File: config.mk
export PLATFORM = sky130hd
export DESIGN_NAME = scope_capture
export DESIGN_NICKNAME = d
export VERILOG_FILES = /design/src/logic/scope_pkg.sv /design/src/logic/channel_sampler.sv /design/src/logic/frame_tracker.sv /design/src/logic/sample_combiner.sv /design/src/logic/scope_capture.sv /design/src/logic/scope_regs.sv /design/src/logic/trigger_hub.sv
export SDC_FILE = /design/constraint.sdc
export NUM_CORES = 1
export LEC_CHECK = 0
export ABC_CLOCK_PERIOD_IN_PS = 7800
export BUFFER_PORTS_ARGS = -buffer_cell sky130_fd_sc_hd__buf_2
export CAP_MARGIN = 40
export CORE_MARGIN = 1.5
export CORE_UTILIZATION = 50
export CTS_CLUSTER_SIZE = 12
export DETAILED_ROUTE_END_ITERATION = 10
export PLACE_DENSITY = 0.71
export SYNTH_ARGS = -nofsm -noshare
export SYNTH_HDL_FRONTEND = slang
export SYNTH_SLANG_ARGS = --single-unit
File: constraint.sdc
create_clock -name clock -period 7.8 [get_ports clock]
set_input_delay 0.39 -clock clock [delete_from_list [all_inputs] [get_ports clock]]
set_output_delay 0.39 -clock clock [all_outputs]
set_load 0.02 [all_outputs]
File: src/logic/scope_pkg.sv
/*
 * Shared constants and types for the scope capture core.
 * Register offsets are word addresses on the simple register port.
 * All registers are REG_WIDTH bits wide.
 */
package scope_pkg;

    // Register data width and word address width of the register port
    localparam int unsigned REG_WIDTH      = 32;
    localparam int unsigned REG_ADDR_WIDTH = 3;

    // Frame length in accepted output beats
    localparam int REG_PERIOD      = 0;
    // Bit 0 enables capture
    localparam int REG_ENABLE      = 1;
    // Index of the external trigger line used to arm a capture
    localparam int REG_SEL_TRIGGER = 2;
    // Write only, a write fires the software trigger
    localparam int REG_SW_TRIGGER  = 3;
    // Write only, bit 0 = 1 acknowledges a finished capture
    localparam int REG_CAPTURE_ACK = 4;
    // Beats of the triggered frame placed before the trigger
    localparam int REG_TRIGGER_POS = 5;
    // One sample is kept out of every DECIMATION+1
    localparam int REG_DECIMATION  = 6;
    // Read only, capture state in bits 1:0
    localparam int REG_STATUS      = 7;

    // Capture state as seen by software through REG_STATUS
    typedef enum logic [1:0] {
        CAP_IDLE      = 2'd0,
        CAP_ARMED     = 2'd1,
        CAP_TRIGGERED = 2'd2,
        CAP_DONE      = 2'd3
    } capture_state_t;

endpackage

File: src/logic/channel_sampler.sv
/*
 * Decimator and one-entry holding register for one channel.
 * While capture_en is low the channel is drained and samples are dropped.
 * The decimation count restarts on the rising edge of capture_en.
 */
`timescale 1ns/1ps

module channel_sampler import scope_pkg::*; #(
    parameter int DATA_WIDTH = 16
) (
    input  logic                  clock,
    input  logic                  arst_n,
    input  logic                  capture_en,
    input  logic [REG_WIDTH-1:0]  decimation,
    input  logic [DATA_WIDTH-1:0] ch_data,
    input  logic                  ch_valid,
    input  logic                  held_ready,
    output logic                  ch_ready,
    output logic [DATA_WIDTH-1:0] held_data,
    output logic                  held_valid
);

    logic                 capture_en_q;
    logic                 start;
    logic [REG_WIDTH-1:0] dec_count;
    logic [REG_WIDTH-1:0] cur_count;
    logic                 accept;
    logic                 keep;
    logic                 held_full;
    logic                 drain;

    // First cycle of a capture window sees a zero count
    assign start     = capture_en && !capture_en_q;
    assign cur_count = start ? '0 : dec_count;

    assign held_valid = held_full && capture_en;
    assign drain      = held_valid && held_ready;
    // Only a full register that is not being emptied stalls the channel
    assign ch_ready   = !capture_en || !held_full || drain;
    assign accept     = ch_valid && ch_ready;
    // Keep the sample at count zero, drop the others
    assign keep       = accept && capture_en && (cur_count == '0);

    always_ff @(posedge clock or negedge arst_n) begin
        if (!arst_n) begin
            capture_en_q <= 1'b0;
            dec_count    <= '0;
            held_full    <= 1'b0;
        end else begin
            capture_en_q <= capture_en;
            if (accept && capture_en) begin
                dec_count <= (cur_count >= decimation) ? '0 : cur_count + 1'b1;
            end else if (start) begin
                dec_count <= '0;
            end
            // Leftover samples are flushed when capture stops
            if (!capture_en) begin
                held_full <= 1'b0;
            end else if (keep) begin
                held_full <= 1'b1;
            end else if (drain) begin
                held_full <= 1'b0;
            end
        end
    end

    always_ff @(posedge clock) begin
        if (keep) begin
            held_data <= ch_data;
        end
    end

endmodule

File: src/logic/frame_tracker.sv
/*
 * Counts accepted output beats and flags the last beat of each frame.
 * A period of zero disables framing and out_last stays low.
 * trigger_event reloads the count with trigger_pos in the same cycle.
 */
`timescale 1ns/1ps

module frame_tracker import scope_pkg::*; (
    input  logic                 clock,
    input  logic                 arst_n,
    input  logic [REG_WIDTH-1:0] period,
    input  logic [REG_WIDTH-1:0] trigger_pos,
    input  logic                 trigger_event,
    input  logic                 comb_valid,
    input  logic                 out_ready,
    output logic                 out_last,
    output logic                 frame_end
);

    logic [REG_WIDTH-1:0] beat_count;
    logic [REG_WIDTH-1:0] cur_count;
    logic [REG_WIDTH-1:0] next_count;
    logic                 beat;
    logic                 at_end;

    assign beat = comb_valid && out_ready;

    // The trigger cycle already counts as position trigger_pos
    assign cur_count = trigger_event ? trigger_pos : beat_count;

    // A trigger_pos past the period still ends on the next beat
    assign at_end = (period != '0) && (cur_count >= period - 1'b1);

    assign out_last  = comb_valid && at_end;
    assign frame_end = beat && at_end;

    always_comb begin
        next_count = cur_count;
        if (beat) begin
            next_count = at_end ? '0 : cur_count + 1'b1;
        end
    end

    always_ff @(posedge clock or negedge arst_n) begin
        if (!arst_n) begin
            beat_count <= '0;
        end else begin
            beat_count <= next_count;
        end
    end

endmodule

File: src/logic/sample_combiner.sv
/*
 * Round-robin merge of N_STREAMS holding registers into one stream.
 * DEST_WIDTH must hold clog2(N_STREAMS); dest carries the channel index.
 * One grant per cycle, the search starts just after the last winner.
 */
`timescale 1ns/1ps

module sample_combiner #(
    parameter int N_STREAMS  = 4,
    parameter int DATA_WIDTH = 16,
    parameter int DEST_WIDTH = 3
) (
    input  logic                            clock,
    input  logic                            arst_n,
    input  logic [N_STREAMS*DATA_WIDTH-1:0] held_data,
    input  logic [N_STREAMS-1:0]            held_valid,
    input  logic                            out_ready,
    output logic [N_STREAMS-1:0]            held_ready,
    output logic [DATA_WIDTH-1:0]           comb_data,
    output logic [DEST_WIDTH-1:0]           comb_dest,
    output logic                            comb_valid
);

    logic                  load_ok;
    logic                  grant_valid;
    logic [DEST_WIDTH-1:0] grant_idx;
    logic [DEST_WIDTH-1:0] last_grant;

    // Output register may take a new word when empty or being drained
    assign load_ok = !comb_valid || out_ready;

    // Scan all channels once, beginning one past the previous winner
    always_comb begin
        int idx;
        grant_valid = 1'b0;
        grant_idx   = '0;
        for (int i = 1; i <= N_STREAMS; i++) begin
            idx = int'(last_grant) + i;
            if (idx >= N_STREAMS) begin
                idx = idx - N_STREAMS;
            end
            if (!grant_valid && held_valid[idx]) begin
                grant_valid = 1'b1;
                grant_idx   = DEST_WIDTH'(idx);
            end
        end
    end

    // Handshake back to the single winning sampler
    for (genvar g = 0; g < N_STREAMS; g++) begin : gen_ready
        assign held_ready[g] = load_ok && grant_valid && (grant_idx == DEST_WIDTH'(g));
    end

    always_ff @(posedge clock or negedge arst_n) begin
        if (!arst_n) begin
            comb_valid <= 1'b0;
            // Channel 0 wins first after reset
            last_grant <= DEST_WIDTH'(N_STREAMS - 1);
        end else if (load_ok) begin
            comb_valid <= grant_valid;
            if (grant_valid) begin
                last_grant <= grant_idx;
            end
        end
    end

    always_ff @(posedge clock) begin
        if (load_ok && grant_valid) begin
            comb_data <= held_data[grant_idx*DATA_WIDTH +: DATA_WIDTH];
            comb_dest <= grant_idx;
        end
    end

endmodule

File: src/logic/scope_capture.sv
/*
 * Capture core top level: registers, trigger hub, samplers, combiner, tracker.
 * Channel buses are flat, lane i at bits [i*DATA_WIDTH +: DATA_WIDTH].
 * DEST_WIDTH must be at least clog2(N_STREAMS).
 */
`timescale 1ns/1ps

module scope_capture import scope_pkg::*; #(
    parameter int N_STREAMS  = 4,
    parameter int DATA_WIDTH = 16,
    parameter int N_TRIGGERS = 8,
    parameter int DEST_WIDTH = 3
) (
    input  logic                            clock,
    input  logic                            arst_n,
    input  logic [REG_ADDR_WIDTH-1:0]       reg_addr,
    input  logic [REG_WIDTH-1:0]            reg_wdata,
    input  logic                            reg_write,
    input  logic                            reg_read,
    output logic [REG_WIDTH-1:0]            reg_rdata,
    output logic                            reg_rvalid,
    input  logic [N_STREAMS*DATA_WIDTH-1:0] ch_data,
    input  logic [N_STREAMS-1:0]            ch_valid,
    output logic [N_STREAMS-1:0]            ch_ready,
    input  logic [N_TRIGGERS-1:0]           ext_trigger,
    output logic [N_TRIGGERS-1:0]           trigger_out,
    output logic [DATA_WIDTH-1:0]           out_data,
    output logic [DEST_WIDTH-1:0]           out_dest,
    output logic                            out_last,
    output logic                            out_valid,
    input  logic                            out_ready
);

    logic [REG_WIDTH-1:0]            period;
    logic                            enable;
    logic [REG_WIDTH-1:0]            sel_trigger;
    logic [REG_WIDTH-1:0]            trigger_pos;
    logic [REG_WIDTH-1:0]            decimation;
    logic                            sw_trigger;
    logic                            capture_ack;
    capture_state_t                  state;
    logic                            capture_en;
    logic                            trigger_event;
    logic                            frame_end;
    logic [N_STREAMS*DATA_WIDTH-1:0] held_data;
    logic [N_STREAMS-1:0]            held_valid;
    logic [N_STREAMS-1:0]            held_ready;

    scope_regs u_regs (
        .clock(clock), .arst_n(arst_n),
        .reg_addr(reg_addr), .reg_wdata(reg_wdata),
        .reg_write(reg_write), .reg_read(reg_read), .state(state),
        .reg_rdata(reg_rdata), .reg_rvalid(reg_rvalid),
        .period(period), .enable(enable), .sel_trigger(sel_trigger),
        .trigger_pos(trigger_pos), .decimation(decimation),
        .sw_trigger(sw_trigger), .capture_ack(capture_ack)
    );

    trigger_hub #(.N_TRIGGERS(N_TRIGGERS)) u_hub (
        .clock(clock), .arst_n(arst_n),
        .enable(enable), .sel_trigger(sel_trigger), .ext_trigger(ext_trigger),
        .sw_trigger(sw_trigger), .capture_ack(capture_ack), .frame_end(frame_end),
        .state(state), .capture_en(capture_en),
        .trigger_event(trigger_event), .trigger_out(trigger_out)
    );

    // One identical sampler per channel lane
    for (genvar s = 0; s < N_STREAMS; s++) begin : gen_sampler
        channel_sampler #(.DATA_WIDTH(DATA_WIDTH)) u_sampler (
            .clock(clock), .arst_n(arst_n),
            .capture_en(capture_en), .decimation(decimation),
            .ch_data(ch_data[s*DATA_WIDTH +: DATA_WIDTH]),
            .ch_valid(ch_valid[s]), .held_ready(held_ready[s]),
            .ch_ready(ch_ready[s]),
            .held_data(held_data[s*DATA_WIDTH +: DATA_WIDTH]),
            .held_valid(held_valid[s])
        );
    end

    // The combiner register is the output register of the core
    sample_combiner #(
        .N_STREAMS(N_STREAMS), .DATA_WIDTH(DATA_WIDTH), .DEST_WIDTH(DEST_WIDTH)
    ) u_combiner (
        .clock(clock), .arst_n(arst_n),
        .held_data(held_data), .held_valid(held_valid), .out_ready(out_ready),
        .held_ready(held_ready),
        .comb_data(out_data), .comb_dest(out_dest), .comb_valid(out_valid)
    );

    frame_tracker u_tracker (
        .clock(clock), .arst_n(arst_n),
        .period(period), .trigger_pos(trigger_pos), .trigger_event(trigger_event),
        .comb_valid(out_valid), .out_ready(out_ready),
        .out_last(out_last), .frame_end(frame_end)
    );

endmodule

File: src/logic/scope_regs.sv
/*
 * Control register bank with a simple synchronous port.
 * Writes land on the next edge; read data comes one cycle after reg_read.
 * Software trigger and capture acknowledge are one-cycle pulses.
 */
`timescale 1ns/1ps

module scope_regs import scope_pkg::*; (
    input  logic                      clock,
    input  logic                      arst_n,
    input  logic [REG_ADDR_WIDTH-1:0] reg_addr,
    input  logic [REG_WIDTH-1:0]      reg_wdata,
    input  logic                      reg_write,
    input  logic                      reg_read,
    input  capture_state_t            state,
    output logic [REG_WIDTH-1:0]      reg_rdata,
    output logic                      reg_rvalid,
    output logic [REG_WIDTH-1:0]      period,
    output logic                      enable,
    output logic [REG_WIDTH-1:0]      sel_trigger,
    output logic [REG_WIDTH-1:0]      trigger_pos,
    output logic [REG_WIDTH-1:0]      decimation,
    output logic                      sw_trigger,
    output logic                      capture_ack
);

    logic [REG_WIDTH-1:0] rd_word;

    // Writable registers and the two self-clearing pulses
    always_ff @(posedge clock or negedge arst_n) begin
        if (!arst_n) begin
            period      <= '0;
            enable      <= 1'b0;
            sel_trigger <= '0;
            trigger_pos <= '0;
            decimation  <= '0;
            sw_trigger  <= 1'b0;
            capture_ack <= 1'b0;
        end else begin
            // Pulses last one cycle unless a new write arrives
            sw_trigger  <= reg_write && (reg_addr == REG_ADDR_WIDTH'(REG_SW_TRIGGER));
            capture_ack <= reg_write && (reg_addr == REG_ADDR_WIDTH'(REG_CAPTURE_ACK))
                           && reg_wdata[0];
            if (reg_write) begin
                case (reg_addr)
                    REG_ADDR_WIDTH'(REG_PERIOD):      period      <= reg_wdata;
                    REG_ADDR_WIDTH'(REG_ENABLE):      enable      <= reg_wdata[0];
                    REG_ADDR_WIDTH'(REG_SEL_TRIGGER): sel_trigger <= reg_wdata;
                    REG_ADDR_WIDTH'(REG_TRIGGER_POS): trigger_pos <= reg_wdata;
                    REG_ADDR_WIDTH'(REG_DECIMATION):  decimation  <= reg_wdata;
                    default: ;
                endcase
            end
        end
    end

    // Read mux, the pulse registers always read back as zero
    always_comb begin
        case (reg_addr)
            REG_ADDR_WIDTH'(REG_PERIOD):      rd_word = period;
            REG_ADDR_WIDTH'(REG_ENABLE):      rd_word = {{(REG_WIDTH-1){1'b0}}, enable};
            REG_ADDR_WIDTH'(REG_SEL_TRIGGER): rd_word = sel_trigger;
            REG_ADDR_WIDTH'(REG_TRIGGER_POS): rd_word = trigger_pos;
            REG_ADDR_WIDTH'(REG_DECIMATION):  rd_word = decimation;
            REG_ADDR_WIDTH'(REG_STATUS):      rd_word = {{(REG_WIDTH-2){1'b0}}, state};
            default:                          rd_word = '0;
        endcase
    end

    // Read valid follows reg_read by exactly one cycle
    always_ff @(posedge clock or negedge arst_n) begin
        if (!arst_n) begin
            reg_rvalid <= 1'b0;
        end else begin
            reg_rvalid <= reg_read;
        end
    end

    // Read data is only meaningful alongside reg_rvalid
    always_ff @(posedge clock) begin
        if (reg_read) begin
            reg_rdata <= rd_word;
        end
    end

endmodule

File: src/logic/trigger_hub.sv
/*
 * Capture FSM with trigger selection and the trigger output lines.
 * ext_trigger must already be synchronous to clock; edges are found here.
 * A sel_trigger past N_TRIGGERS selects no line at all.
 */
`timescale 1ns/1ps

module trigger_hub import scope_pkg::*; #(
    parameter int N_TRIGGERS = 8
) (
    input  logic                  clock,
    input  logic                  arst_n,
    input  logic                  enable,
    input  logic [REG_WIDTH-1:0]  sel_trigger,
    input  logic [N_TRIGGERS-1:0] ext_trigger,
    input  logic                  sw_trigger,
    input  logic                  capture_ack,
    input  logic                  frame_end,
    output capture_state_t        state,
    output logic                  capture_en,
    output logic                  trigger_event,
    output logic [N_TRIGGERS-1:0] trigger_out
);

    localparam int SEL_W = (N_TRIGGERS > 1) ? $clog2(N_TRIGGERS) : 1;

    logic [N_TRIGGERS-1:0] ext_q;
    logic                  sel_ok;
    logic [SEL_W-1:0]      sel_idx;
    logic                  ext_rise;
    logic                  fire;

    assign sel_ok   = sel_trigger < N_TRIGGERS;
    assign sel_idx  = sel_trigger[SEL_W-1:0];
    assign ext_rise = sel_ok && ext_trigger[sel_idx] && !ext_q[sel_idx];
    assign fire     = (state == CAP_ARMED) && (ext_rise || sw_trigger);

    // Capture stops in the very cycle the triggered frame ends
    assign capture_en = (state == CAP_ARMED) || ((state == CAP_TRIGGERED) && !frame_end);

    always_ff @(posedge clock or negedge arst_n) begin
        if (!arst_n) begin
            state         <= CAP_IDLE;
            ext_q         <= '0;
            trigger_event <= 1'b0;
            trigger_out   <= '0;
        end else begin
            ext_q         <= ext_trigger;
            trigger_event <= enable && fire;
            // Software trigger is mirrored onto the selected line
            trigger_out   <= (sw_trigger && sel_ok) ? (N_TRIGGERS'(1) << sel_idx) : '0;
            if (!enable) begin
                state <= CAP_IDLE;
            end else begin
                case (state)
                    CAP_IDLE:      state <= CAP_ARMED;
                    CAP_ARMED:     if (fire) state <= CAP_TRIGGERED;
                    CAP_TRIGGERED: if (frame_end) state <= CAP_DONE;
                    CAP_DONE:      if (capture_ack) state <= CAP_ARMED;
                    default:       state <= CAP_IDLE;
                endcase
            end
        end
    end

endmodule

[Yosys cells after proc, flatten, opt, wreduce, memory -nomap -nowiden]
Cells that the tools add are included.
Word-level totals
  output and inout bits: 66
  flip-flop bits (word level): 435
  logic and storage cells: 224
Cells by class
  multiplexer cells: 62
  $lt $le $gt $ge: 15
  reduce and logical (&&, ||, !) cells: 80
  equal/unequal tests: 20
  shifts and indexed selects: 2
  add/sub/neg operators: 14
Operators by type and width (number)
  $mux W32: 19
  $pmux W32 S6: 1
  $add A32 B1 Y32 const B: 5
  $ge A32 B32 Y1: 5
  $lt A32 B4 Y1 const B: 5
  $ge A32 B4 Y1 const B: 4
  $logic_not A32 Y1: 4
  $sub A32 B4 Y32 const B: 4
  $shiftx A64 B8 Y16: 1
  $logic_and A1 B1 Y1: 42
  $reduce_bool A32 Y1: 1
  $sub A32 B1 Y32 const B: 1
  $mux W1: 26
  $eq A3 B2 Y1 const B: 4
  $eq A3 B3 Y1 const B: 4
  $logic_not A1 Y1: 12
  $mux W3: 4
  $reduce_and A2 Y1: 6
  $logic_or A1 B1 Y1: 11
  $ne A3 B1 Y1 const B: 3
  $add A3 B2 Y4 const B: 2
  $bmux W1 S2: 4
  $mux W2: 4
  $mux W8: 1
  14 further kinds: 20

[Logic depth before layout (Yosys ltp)]
  depth after elaboration: 30
  gate-level depth with buffers: 36
  mapped depth without buffers: 30

[By module]
Synthesis repeated with hierarchy kept, for this count alone.
Second synthesis, totals
  cell total of the unflattened synthesis: 2537
  area total of the unflattened synthesis: 26822.0 sq um
Modules (own cells, without submodules)
  channel_sampler: cells each 366, area each 3445.8 sq um, sequential area each 1331.3 sq um, times used 4
  scope_regs: cells each 441, area each 6769.0 sq um, sequential area each 4264.1 sq um, times used 1
  frame_tracker: cells each 413, area each 3691.0 sq um, sequential area each 800.8 sq um, times used 1
  sample_combiner: cells each 129, area each 1675.4 sq um, sequential area each 673.1 sq um, times used 1
  trigger_hub: cells each 90, area each 903.4 sq um, sequential area each 475.5 sq um, times used 1

[Least setup slack after synthesis]
Ideal clock, no wire load.
  path kind: reg2reg
  start point: reg u_regs.period[2]
  end point: reg gen_sampler[0].u_sampler.dec_count[24]
  stages on the path, launching flop included: 35
  path slack: 447 ps
  data required time: 7722 ps
  arrival time: 7275 ps
  path buffers: 6
  path through: dfrtp_1 -> nor3_1 -> and3_1 -> nand2b_1 -> or3_1 -> nor4_1 -> nand2b_1 -> nor3_1 -> nand2_1 -> nor4_1 -> xnor2_1 -> ha_1 -> nand4_1 -> nor4_1 -> o41ai_1 -> a21bo_2 -> buf_4 -> a21oi_2 -> clkbuf_1 -> clkbuf_1 -> buf_1 -> and2_1 -> ha_1 -> a21o_1 -> a211o_1 -> o221ai_1 -> o21ba_2 -> o31ai_1 -> and4b_1 -> nand2_1 -> clkbuf_1 -> nor2_1 -> buf_2 -> nand3b_1 -> a21oi_1
Between the ends
  word-level cells in the longest chain between the ends: 28
  elaborated cells on any way between the ends: 53
  classes of those cells: add/sub: 2; order compare: 2; mux: 23; reduce/logical: 26
Ends and longest elaborated chain
  from (decl): line scope_regs.sv:18  | output logic [REG_WIDTH-1:0] period,
  from (signal assigned): line scope_regs.sv:46  | REG_ADDR_WIDTH'(REG_PERIOD): period <= reg_wdata;
  $sub A32 B1 Y32: line frame_tracker.sv:32  | assign at_end = (period != '0) && (cur_count >= period - 1'b1);
  $ge A32 B32 Y1: line frame_tracker.sv:32
  $logic_and A1 B1 Y1 *: line frame_tracker.sv:32
  $logic_and A1 B1 Y1 *: line frame_tracker.sv:35  | assign frame_end = beat && at_end;
  $logic_not A1 Y1 *: line trigger_hub.sv:39  | assign capture_en = (state == CAP_ARMED) || ((state == CAP_TRIGGERED) && !frame_end);
  $logic_and A1 B1 Y1 *: line trigger_hub.sv:39
  $logic_or A1 B1 Y1 *: line trigger_hub.sv:39
  $logic_and A1 B1 Y1: line channel_sampler.sv:36  | assign held_valid = held_full && capture_en;
  [... 12 more ...]
  $mux W3 or $mux W1 (tied branches): line sample_combiner.sv:42  | if (!grant_valid && held_valid[idx]) begin
  $logic_not A3 Y1 or $logic_and A1 B1 Y1 (tied branches): line sample_combiner.sv:51  | assign held_ready[g] = load_ok && grant_valid && (grant_idx == DEST_WIDTH'(g));
  $logic_and A1 B1 Y1: line sample_combiner.sv:51
  $logic_and A1 B1 Y1: line channel_sampler.sv:37  | assign drain = held_valid && held_ready;
  $logic_or A1 B1 Y1: line channel_sampler.sv:39  | assign ch_ready = !capture_en || !held_full || drain;
  $logic_and A1 B1 Y1: line channel_sampler.sv:40  | assign accept = ch_valid && ch_ready;
  $logic_and A1 B1 Y1: line channel_sampler.sv:51  | if (accept && capture_en) begin
  $mux W32 *: line channel_sampler.sv:51
  to (signal assigned): line channel_sampler.sv:52  | dec_count <= (cur_count >= decimation) ? '0 : cur_count + 1'b1;
  to (decl): line channel_sampler.sv:25  | logic [REG_WIDTH-1:0] dec_count;
Mark *: on every way between the ends. The rest lies on a longest branch, timed or not. The select of a mux whose other input is x is not followed.
A chain may end at the register's enable or synchronous reset.

[Worst setup path after layout]
  start point: reg u_regs.period[2]
  end point: reg gen_sampler[0].u_sampler.dec_count[10]
Same word-level chain as after synthesis.

==> run_results.csv <==
group,metric,value,unit
die,num_rows,83,
yosys,synthArstFlopShare,0.736,
power,p_leak,13.2,nW
yosys,synth-seq-cells,435,
timing,clock_skew,0.0218,ns
grt,grt_pass1_vias,22646,
setup_path,cp.required,8.26,ns
detailed_routing,firstDrtPassIters,7,
yosys,ys.flop_type,"dfrtp_1",
power,power_frac_seq,0.376,
die,dieArea,53500,um2
clock_network,numCtsBuffers,49,
yosys,synth_edf_count,115,
final_layout,final_common_cell,"dfrtp_1",
timing,setup_tns,0,ns
power,p_sw_frac,0.375,
clock_network,clkLatencyLatePin,0.60,ns
timing,clock.fmax,135,MHz
yosys,synth_area,26000,um2
detailed_routing,drc_errors,0,
final_layout,instances_no_fill,3657,
grt,overflow,0,
power,vdd_drop_max,0.164,mV
die,dieHeight,231,um
grt,busiest_layer,"met2",
clock_network,cts_max_path_buffers,3,
setup_path,arrival,7.86,ns
yosys,syn_area_per_cell,9.69,um2
power,pwr-share-clk,0.287,
die,ios,182,
placed_design,post-dp-hpwl,56500,um
die,start_util,0.507,
timing,period_needed,7.40,ns
yosys,ys_seq_area_frac,0.440,
worst_hold_path,min_path_cells,3,
job,maxCapViolations,0,
detailed_routing,ant_nets,0,
timing,hold_viol_final,0,
final_layout,final_nets,3220,
grt,grt_pass1_wl,128000,um
clock_network,numClockSinks,435,
final_layout,finalCoreUtilization,0.593,
setup_path,ff2ff_setup_slack,0.40,ns
grt,grt_use_met3,0.0503,
final_layout,fill_cells,4235,
final_layout,area_growth_syn_to_layout,17.0,%
yosys,synthXorXnorAreaFrac,0.0168,
detailed_routing,routed_wl,81100,um
power,p_total,0.00822,W
timing,maxSlewViolCount,0,
grt,antenna_found_initial,0,
yosys,synthMuxAreaShare,0.0828,
final_layout,layout-drive-gt1-share,0.183,
outcome,status,"finished clean",
setup_path,path_class,"reg -> reg",
setup_path,endpoint_kind,"register",
timing,finalCritPeriodShare,0.949,
power,power_density,270,nW/um2
yosys,synth.distinct_cells,87,
power,p_sw,0.00309,W
grt,grtUsageMet2,0.493,
die,die_w,231,um
detailed_routing,drt-initial-drc-count,2420,
setup_path,critPathMaxFanout,38,
setup_path,crit_slowest_cell,"dfrtp_1",
timing,tightest_slew,0.920,ns
yosys,synth_simple_gate_area_frac,0.192,
final_layout,most-common-layout-cells,"dfrtp_1 (318), nand2_1 (256), o21ai_0 (201)",
setup_path,r2r_cells,33,
die,core_area,51400,um2
yosys,synth-compound-area-share,0.146,
setup_path,critPathMaxStageDelay,0.47,ns
grt,use_met1,0.401,
placed_design,dp_cells,3487,
timing,relSlewSlack,0.371,
clock_network,cts_root_buf,"clkbuf_16",
yosys,synth_fp_nets,2972,
clock_network,clkTransAtPathRegs,0.06,ns
yosys,synth_warnings,0,
timing,setup_violations,0,
detailed_routing,vias_per_cell,6.27,
timing,whs,0.0925,ns
clock_network,htreeDepth,2,
clock_network,cts_tree,"yes",
detailed_routing,via_count,22947,
yosys,synth_adder_area_share,0.0819,
detailed_routing,wl_per_cell,22.2,um
yosys,synth_top_family_by_area,"simple AND/OR/NAND/NOR gates",
yosys,postSynthCellCount,2688,
grt,grt_start_max_net_pins,134,
grt,grtUsageTotal,0.303,
power,p_int,0.00514,W
placed_design,io_buffers,181,
worst_hold_path,hold_class,"in -> reg",
power,pwr-share-comb,0.337,
placed_design,place.gp.congestion,0.928,
setup_path,crit_path_start_kind,"register",
-- state kept, by name, summed over array words and instances, names as in the netlist --
register                            cells
u_combiner.comb_dest                    3
u_hub.state                             2
u_tracker.beat_count                   32
u_hub.trigger_event                     1
u_regs.sel_trigger                     32
u_regs.period                          32
u_regs.enable                           1
u_combiner.comb_valid                   1
u_combiner.last_grant                   3
u_regs.reg_rdata                       32
u_hub.ext_q                             8
u_regs.capture_ack                      1
u_regs.trigger_pos                     32
gen_sampler.u_sampler.capture_en_q      1
u_regs.decimation                      32
gen_sampler.u_sampler.held_full         4
u_combiner.comb_data                   16
u_regs.reg_rvalid                       1
u_regs.sw_trigger                       1
gen_sampler.u_sampler.dec_count       128
u_hub.trigger_out                       8
gen_sampler.u_sampler.held_data        64
-- layout make-up --
| class | count | area [um2] | area share |
|---|---|---|---|
| Antenna cell | 2 | 5.00 | 0.000164 |
| Clock buffer | 77 | 1460 | 0.0480 |
| Clock inverter | 13 | 154 | 0.00505 |
| Inverter | 132 | 495 | 0.0163 |
| Multi-Input combinational cell | 1983 | 13700 | 0.449 |
| Sequential cell | 435 | 11500 | 0.376 |
| Tap cell | 680 | 851 | 0.0279 |
| Timing Repair Buffer | 335 | 2340 | 0.0769 |
-- synth_stat cells, types with 6 or more instances --
cell type	instances	area (um2)
inv_1	131	492
nor3b_1	9	67.6
and4_1	8	70.1
and2_1	94	588
a21oi_1	105	526
edfxtp_1	115	3450
nor3_1	68	340
mux2_2	158	1780
nor2b_1	21	131
o211ai_1	15	113
nand4_1	75	469
buf_1	22	82.6
ha_1	168	2100
o21ai_1	9	45.0
o22ai_1	20	125
or3_1	18	113
and3_1	39	244
a31oi_1	21	131
a211oi_1	13	97.6
xnor2_1	38	333
nand3b_1	13	97.6
clkbuf_1	99	372
o21a_1	13	97.6
o31a_1	6	52.6
xor2_1	12	105
o31ai_1	12	90.1
a22oi_1	71	533
nor4_1	64	400
nand3_1	75	375
mux2i_1	31	310
a21o_1	21	158
dfrtp_1	318	7960
nand2b_1	26	163
nor4b_1	7	61.3
nor2_1	168	631
buf_2	10	50.1
o21ai_0	201	1010
nand2_1	256	961
nand4b_1	7	61.3
or4_1	12	90.1
a311oi_1	16	140
o41ai_1	9	78.8
buf_4	6	45.0
-- cell families (layout without fill, tap and decap cells) --
| family | count (synthesis) | in the layout |
|---|---|---|
| and+or+nand+nor | 977 | 977 |
| AOI/OAI and AO/OA | 593 | 593 |
| DFF | 435 | 435 |
| buffers and inverters | 270 | 557 |
| muxes | 192 | 192 |
| adders and majority gates | 171 | 171 |
| xor gates and xnor gates | 50 | 50 |
| other | 0 | 2 |
-- path summary, 6_finish.rpt --
check | from | endpoint
setup / recovery | u_regs.period[2]$_DFFE_PN0P_ | gen_sampler[0].u_sampler.dec_count[10]$_DFF_PN0_
hold / removal | reg_write | u_regs.capture_ack$_DFF_PN0_
setup reg to reg | u_regs.period[2]$_DFFE_PN0P_ | gen_sampler[0].u_sampler.dec_count[10]$_DFF_PN0_
hold reg to reg | u_regs.trigger_pos[22]$_DFFE_PN0P_ | u_regs.trigger_pos[22]$_DFFE_PN0P_
max in group asynchronous | arst_n | gen_sampler[0].u_sampler.dec_count[25]$_DFF_PN0_
min in group asynchronous | arst_n | u_tracker.beat_count[22]$_DFF_PN0_
-- worst max-delay path: cells and delay by family (launching register included) --
family	cells	cell delay, ns
AOI/OAI and AO/OA	8	1.50
xor gates and xnor gates	1	0.18
adders and majority gates	2	0.55
buffers and inverters	4	0.78
DFF	1	0.47
and+or+nand+nor	18	3.74
-- power groups by stage --
stage,clock [W],sequential [W],combinational (W)
detailed placement,0,0.00312,0.00263
floorplan,0,0.00305,0.00171
finish,0.00236,0.00309,0.00277
global placement,0,0.00310,0.00253
CTS,0.00238,0.00308,0.00268
global route,0.00249,0.00314,0.00301
-- per-stage QoR --
stage | cell area, um2 | setup slack (ns)
after floorplan | 26000 | 0.447
after global placement | 27800 | -0.0258
after detailed placement | 28000 | -0.197
after CTS | 30300 | 0.0310
after global routing | 30500 | -0.0753
final | 30500 | 0.398
-- timing repair --
| action | 4_1_cts | 5_1_grt |
|---|---|---|
| cloned | 0 | 0 |
| endpoints found under the hold margin | 185 | 0 |
| hold buffers | 73 | 0 |
| pin swaps | 0 | 4 |
| buffers inserted | 0 | 5 |
| resized for setup | 3 | 20 |
| setup endpoints to repair | 69 | 120 |
-- per-layer routing --
metal,share of wire,routed length [um]
met1,0.42,33700
met2,0.47,38100
met3,0.078,6330
met4,0.037,2980
met5,0,0
Power figures use the tool's default switching activity.
